File: src/valu_params.svh
`ifndef VALU_PARAMS_SVH
`define VALU_PARAMS_SVH

// operand and result word, one full register
`define VALU_DATA_W 64

// opcode field, same 6-bit encoding space as the scalar decode
`define VALU_OP_W 6

// element width select
// b h w d
`define VALU_WIDTH_W 2

`endif

File: src/valu_op_pkg.sv
`include "valu_params.svh"

package valu_op_pkg;

    // vector opcodes, codes that are not listed here are treated as unclaimed
    typedef enum logic [`VALU_OP_W-1:0] {
        VAND   = 6'd1,  // bitwise and
        VOR    = 6'd2,  // bitwise or
        VXOR   = 6'd3,  // bitwise xor
        VNOT   = 6'd4,  // invert operand a only
        VADD   = 6'd6,  // lane add, wraps inside the lane
        VSUB   = 6'd7,  // lane sub, wraps inside the lane
        VMULEU = 6'd8,  // unsigned multiply of lanes 0, 2, 4 ...
        VMULOU = 6'd9,  // unsigned multiply of lanes 1, 3, 5 ...
        VSLL   = 6'd10, // logical shift left per lane
        VSRL   = 6'd11, // logical shift right per lane
        VRTTH  = 6'd13, // swap upper and lower half of each lane
        VNOP   = 6'd23  // no unit claims it, result is zero
    } valu_op_e;

    // element width select
    // lane 0 always sits at the most significant end of the word
    typedef enum logic [`VALU_WIDTH_W-1:0] {
        W_BYTE  = 2'd0, // 8 lanes of 8 bits
        W_HALF  = 2'd1, // 4 lanes of 16 bits
        W_WORD  = 2'd2, // 2 lanes of 32 bits
        W_DWORD = 2'd3  // 1 lane of 64 bits
    } elem_width_e;

endpackage

File: src/valu_lane_pkg.sv
`include "valu_params.svh"

package valu_lane_pkg;

    import valu_op_pkg::*;

    // big endian numbering, bit 0 is the msb and lane 0 holds it
    typedef logic [0:`VALU_DATA_W-1] dword_t;

    // lane size in bits for a width select
    function automatic int unsigned lane_bits(elem_width_e w);
        int unsigned bits;
        case (w)
            W_BYTE:  bits = 8;
            W_HALF:  bits = 16;
            W_WORD:  bits = 32;
            default: bits = 64; // doubleword
        endcase
        return bits;
    endfunction

    // number of lanes in one data word
    function automatic int unsigned lane_count(elem_width_e w);
        return `VALU_DATA_W / lane_bits(w);
    endfunction

    // double width product slots for even/odd multiply, half the lane count
    function automatic int unsigned mul_slots(elem_width_e w);
        int unsigned n;
        n = lane_count(w) / 2;
        return n;
    endfunction

    // shift amount mask, keeps the low log2(lane size) bits of a lane
    function automatic logic [5:0] shamt_mask(elem_width_e w);
        return 6'(lane_bits(w) - 1);
    endfunction

endpackage

File: src/result_select.sv
`timescale 1ns/1ns

`include "valu_params.svh"

module result_select
    import valu_lane_pkg::*;
(
    input  logic   clk,
    input  logic   arst_n,
    input  logic   op_valid,
    input  dword_t arith_result,
    input  logic   arith_hit,
    input  dword_t bitmanip_result,
    input  logic   bitmanip_hit,
    output dword_t alu_out,
    output logic   result_valid
);

    dword_t sel_result; // result of the claiming unit

    // claims never overlap so priority order does not matter
    always_comb begin
        if (arith_hit) begin
            sel_result = arith_result;
        end else if (bitmanip_hit) begin
            sel_result = bitmanip_result;
        end else begin
            sel_result = {`VALU_DATA_W{1'b0}}; // nop or undefined opcode
        end
    end

    // single output stage, one cycle from issue to result
    always_ff @(posedge clk or negedge arst_n) begin
        if (!arst_n) begin
            alu_out      <= {`VALU_DATA_W{1'b0}};
            result_valid <= 1'b0;
        end else begin
            result_valid <= op_valid; // one pulse per issue
            if (op_valid) begin
                alu_out <= sel_result;
            end
            // idle cycles keep the last result on alu_out
        end
    end

endmodule

File: config.mk
export PLATFORM = sky130hd
export DESIGN_NAME = result_select
export DESIGN_NICKNAME = d
export VERILOG_FILES = /design/src/valu_op_pkg.sv /design/src/valu_lane_pkg.sv /design/src/result_select.sv
export VERILOG_INCLUDE_DIRS = /design/src /design/src/src
export SDC_FILE = /design/constraint.sdc
export NUM_CORES = 1
export LEC_CHECK = 0
export ABC_CLOCK_PERIOD_IN_PS = 800
export BUFFER_PORTS_ARGS = -buffer_cell sky130_fd_sc_hd__clkbuf_2
export CAP_MARGIN = 25
export CORE_ASPECT_RATIO = 0.7
export CORE_UTILIZATION = 43
export CTS_CLUSTER_DIAMETER = 100
export DETAILED_ROUTE_END_ITERATION = 8
export GPL_TIMING_DRIVEN = 0
export PLACE_DENSITY = 0.81
export SETUP_SLACK_MARGIN = 0.3
export SKIP_CTS_REPAIR_TIMING = 1
export SLEW_MARGIN = 20
export SYNTH_ARGS = -nofsm -noshare
export SYNTH_HDL_FRONTEND = slang
export SYNTH_SLANG_ARGS = --single-unit
File: constraint.sdc
create_clock -name clk -period 0.8 [get_ports clk]
set_input_delay 0.16 -clock clk [delete_from_list [all_inputs] [get_ports clk]]
set_output_delay 0.16 -clock clk [all_outputs]
set_load 0.03 [all_outputs]
**After elaboration in Yosys (flattened, before gate mapping)**

Index checks and enable logic that the tools add are counted.

- Bits in registers: 65
- Input bits: 133
- Output and inout port bits: 65
- Logic and storage cells: 4

- Muxes and demuxes: 2

Operators with widths:

| cell | number |
|---|---|
| $mux 64 | 2 |

**Logic depth before layout (Yosys ltp)**

- Word-level depth: 2
- Mapped depth: 4
- Depth with buffers taken out: 2

**Least setup slack after synthesis**

OpenSTA, ideal clock, no wires.

- Path type: in2reg
- Start: input port op_valid
- End: register alu_out[41]
- Path buffers: 2
- Data arrival time: 0.687 ns
- Required time: 0.659 ns
- Stages on the path: 3
- Setup slack: -0.028 ns
- Library setup time: 0.141 ns
- Cell sequence: buf_2 -> buf_1 -> a31oi_1

RTL lines:

| what | RTL line | text |
|---|---|---|
| from (decl) | result_select.sv:10 | `input logic op_valid,` |
| to (signal assigned) | result_select.sv:35 | `` alu_out <= {`VALU_DATA_W{1'b0}}; `` |
| to (signal assigned) | result_select.sv:40 | `alu_out <= sel_result;` |
| to (decl) | result_select.sv:15 | `output dword_t alu_out,` |

No word-level cell between the ends.

**Final worst setup path**

- Start: register alu_out[55]
- End: output port alu_out[55]

No word-level cell between the ends.

==> flow_summary.ini <==
[place]
io_buffers = 195
place_inst = 646
hpwlAfterDp_mm = 7.610
postPlaceCellArea_mm2 = 0.004342
gp_congestion = 0.8625

[setup_path]
worst-path-stages = 1
end_kind = output pin
crit_arrival_ns = 0.91
critPathSlowestCell = sky130_fd_sc_hd__dfrtp_2
slowest_delay_ns = 0.43
r2r_slack_ns = -0.02
cp-start-kind = register
required_ns = 0.64
timing.critical_path.max_delay_family = flip-flops
cp_max_fo = 2
count_of_buffering_cells_on_the_critical_path_with_inverters_included = 1
timing.critical_path.cells = buf_6
r2r.worst_path.cells = 3
path_class = reg -> out

[floorplan]
chip_height_um = 73.73
initial_utilization = 0.4572
die_w_um = 104.5
ios = 198
row_count = 25
die-area_mm2 = 0.007703
fp.coreArea_mm2 = 0.006913

[pwr]
static-leakage-power_nw = 2.503
ir_drop_v = 0.001056
power_density_mw_per_mm2 = 1835
post_route_total_power_mw = 9.726

[cts]
tritoncts.num_buffers = 9
tritoncts = built
clock_insertion_delay_worst_skew_ns = 0.34
htree_levels = 3
cts.sink_count = 65
clk_transition_reported_paths_ns = 0.08
clockBufferDepth = 2
cts-root-buf = sky130_fd_sc_hd__clkbuf_8

[sta]
final_report_hold_violation_count = 31
timing.final.max_slew_violations = 0
timing_worst_slew_pin_value_ns = 0.4506
timing.final.crit_period_ns = 1.072
max-slew-margin-rel = 0.6996
final-setup-viol-count = 70
finalWorstSetupSlack_ns = -0.2718
final.setup_skew_ns = 0
fmax_ghz = 0.9330
finalHoldWorstSlack_ns = -0.2122
finalCritPeriodShare = 1.340
grt_setup_unrepaired = true

[job]
maxCapViolations = 0

[synthesis]
postSynthCellCount = 356
synth-warning-count = 0
ys_ff_latch = 65
synthesis.area_per_instance_um2 = 8.878
seq_area_frac_synth = 0.5146
net_count_synth = 489
post_synth_instance_area_mm2 = 0.003161
count_of_different_cell_masters_after_synthesis = 10

[finish]
layout.nets = 719
final_non_filler_cell_total = 685
flow.area_growth_from_synthesis_pct = 67.66
seqCellArea_mm2 = 0.001657
stdcell_area_mm2 = 0.005299
post_route_cells_drive_above_1_share = 0.5347
multiInputGateArea_mm2 = 0.001456
antenna_cells = 0
filler_cell_count = 469

[routing]
routed-via-count = 3637
avgViaCountPerCell = 5.309
drt_first_iter_violations = 247
drc = 0
drt_wl_cell_um = 16.48
drt_pass1_iterations = 4
postRouteWirelength_mm = 11.29
drt.antenna.violating_nets = 0

[min_path]
hold_path.class = in -> async

[grt]
overflow = 0
grt_use_met2 = 0.4341
grt.total_usage = 0.2627
grt_first_pass_wirelength_mm = 15.71
antenna_found_initial = 0
gr_util_met1 = 0.3576
grt_start_max_net_pins = 36
global_route.usage.met3 = 0.05679
grt_most_used_layer = met2
grt_pass1_vias = 3105

[status]
violated_checks = hold timing, setup timing
outcome = complete, but fails checks
==> worst reg2reg max path: cells and delay by family (launching register included) <==
kind | cells | cell delay (ns)
buffers and inverters | 1 | 0.15
AND/OR/NAND/NOR | 1 | 0.08
flip-flops | 1 | 0.43
AO/OA/AOI/OAI | 1 | 0.04
==> flip-flops by register name, summed over array words and instances, names as in the netlist <==
signal / count
alu_out: 64
result_valid: 1
==> cell usage after synthesis <==
cell                       instances  area share
sky130_fd_sc_hd__a31oi_1          64        0.13
sky130_fd_sc_hd__buf_1             1      0.0012
sky130_fd_sc_hd__buf_2            24       0.038
sky130_fd_sc_hd__buf_4             1      0.0024
sky130_fd_sc_hd__buf_6             1      0.0036
sky130_fd_sc_hd__clkbuf_1          8      0.0095
sky130_fd_sc_hd__dfrtp_1          65        0.51
sky130_fd_sc_hd__nand2_1          64       0.076
sky130_fd_sc_hd__nand3b_1         64        0.15
sky130_fd_sc_hd__nor2_1           64       0.076
==> final cells by class <==
type,instances,share of cell area
Sequential cell,65,0.3126
Timing Repair Buffer,219,0.3063
Multi-Input combinational cell,256,0.2749
Buffer,35,0.04841
Clock buffer,11,0.02479
Tap cell,94,0.02220
Clock inverter,5,0.01086
==> report_power, final <==
| group | switching [mW] | internal [mW] |
|---|---|---|
| sequential | 0.284 | 3.65 |
| clock | 1.29 | 1.44 |
| combinational | 1.62 | 1.46 |
==> cell usage in the layout, fill, tap and decap left out, drive strengths merged <==
| master | synthesis | routed |
|---|---|---|
| clkbuf | 8 | 152 |
| buf | 27 | 113 |
| dfrtp | 65 | 65 |
| nand3b | 64 | 64 |
| nand2 | 64 | 64 |
| a31oi | 64 | 64 |
| nor2 | 64 | 64 |
| clkinvlp | 0 | 3 |
| bufinv | 0 | 1 |
| clkinv | 0 | 1 |
==> per-layer routing <==
layer | part of all wire | vias to the layer above
met4 | 0.022 | 0
met2 | 0.49 | 205
met1 | 0.41 | 1709
li1 | - | 1696
met5 | 0 | -
met3 | 0.073 | 27
==> metrics by stage <==
| step | worst slack (ns) | setup TNS [ns] | hold WS [ns] | utilization |
|---|---|---|---|---|
| CTS | -0.3170 | -18.29 | -0.2096 | 0.6554 |
| floorplan | 0.03012 | 0 | -0.1356 | - |
| global route | -0.3002 | -17.62 | -0.1821 | 0.7665 |
| global placement | -0.9701 | -70.16 | 0.2898 | 0.6248 |
| detailed placement | -0.2694 | -14.61 | 0.1563 | 0.6281 |
| finish | -0.2718 | -15.86 | -0.2122 | 0.7665 |
==> kinds of logic (layout without fill, tap and decap cells) <==
group | count (synthesis) | in the layout | synth area share
compound gates | 64 | 64 | 0.1267
buf+inv | 35 | 270 | 0.05463
flops | 65 | 65 | 0.5146
simple gates | 192 | 192 | 0.3040
==> path summary, 6_finish.rpt <==
kind                                          from                 endpoint
min                                         arst_n  alu_out[48]$_DFFE_PN0P_
max in group asynchronous                   arst_n  alu_out[39]$_DFFE_PN0P_
min in group clk                          op_valid   result_valid$_DFF_PN0_
max                        alu_out[55]$_DFFE_PN0P_              alu_out[55]
min reg2reg                alu_out[22]$_DFFE_PN0P_  alu_out[22]$_DFFE_PN0P_
max reg2reg                alu_out[55]$_DFFE_PN0P_  alu_out[55]$_DFFE_PN0P_
Note: power is estimated with default switching activity, not from simulation.
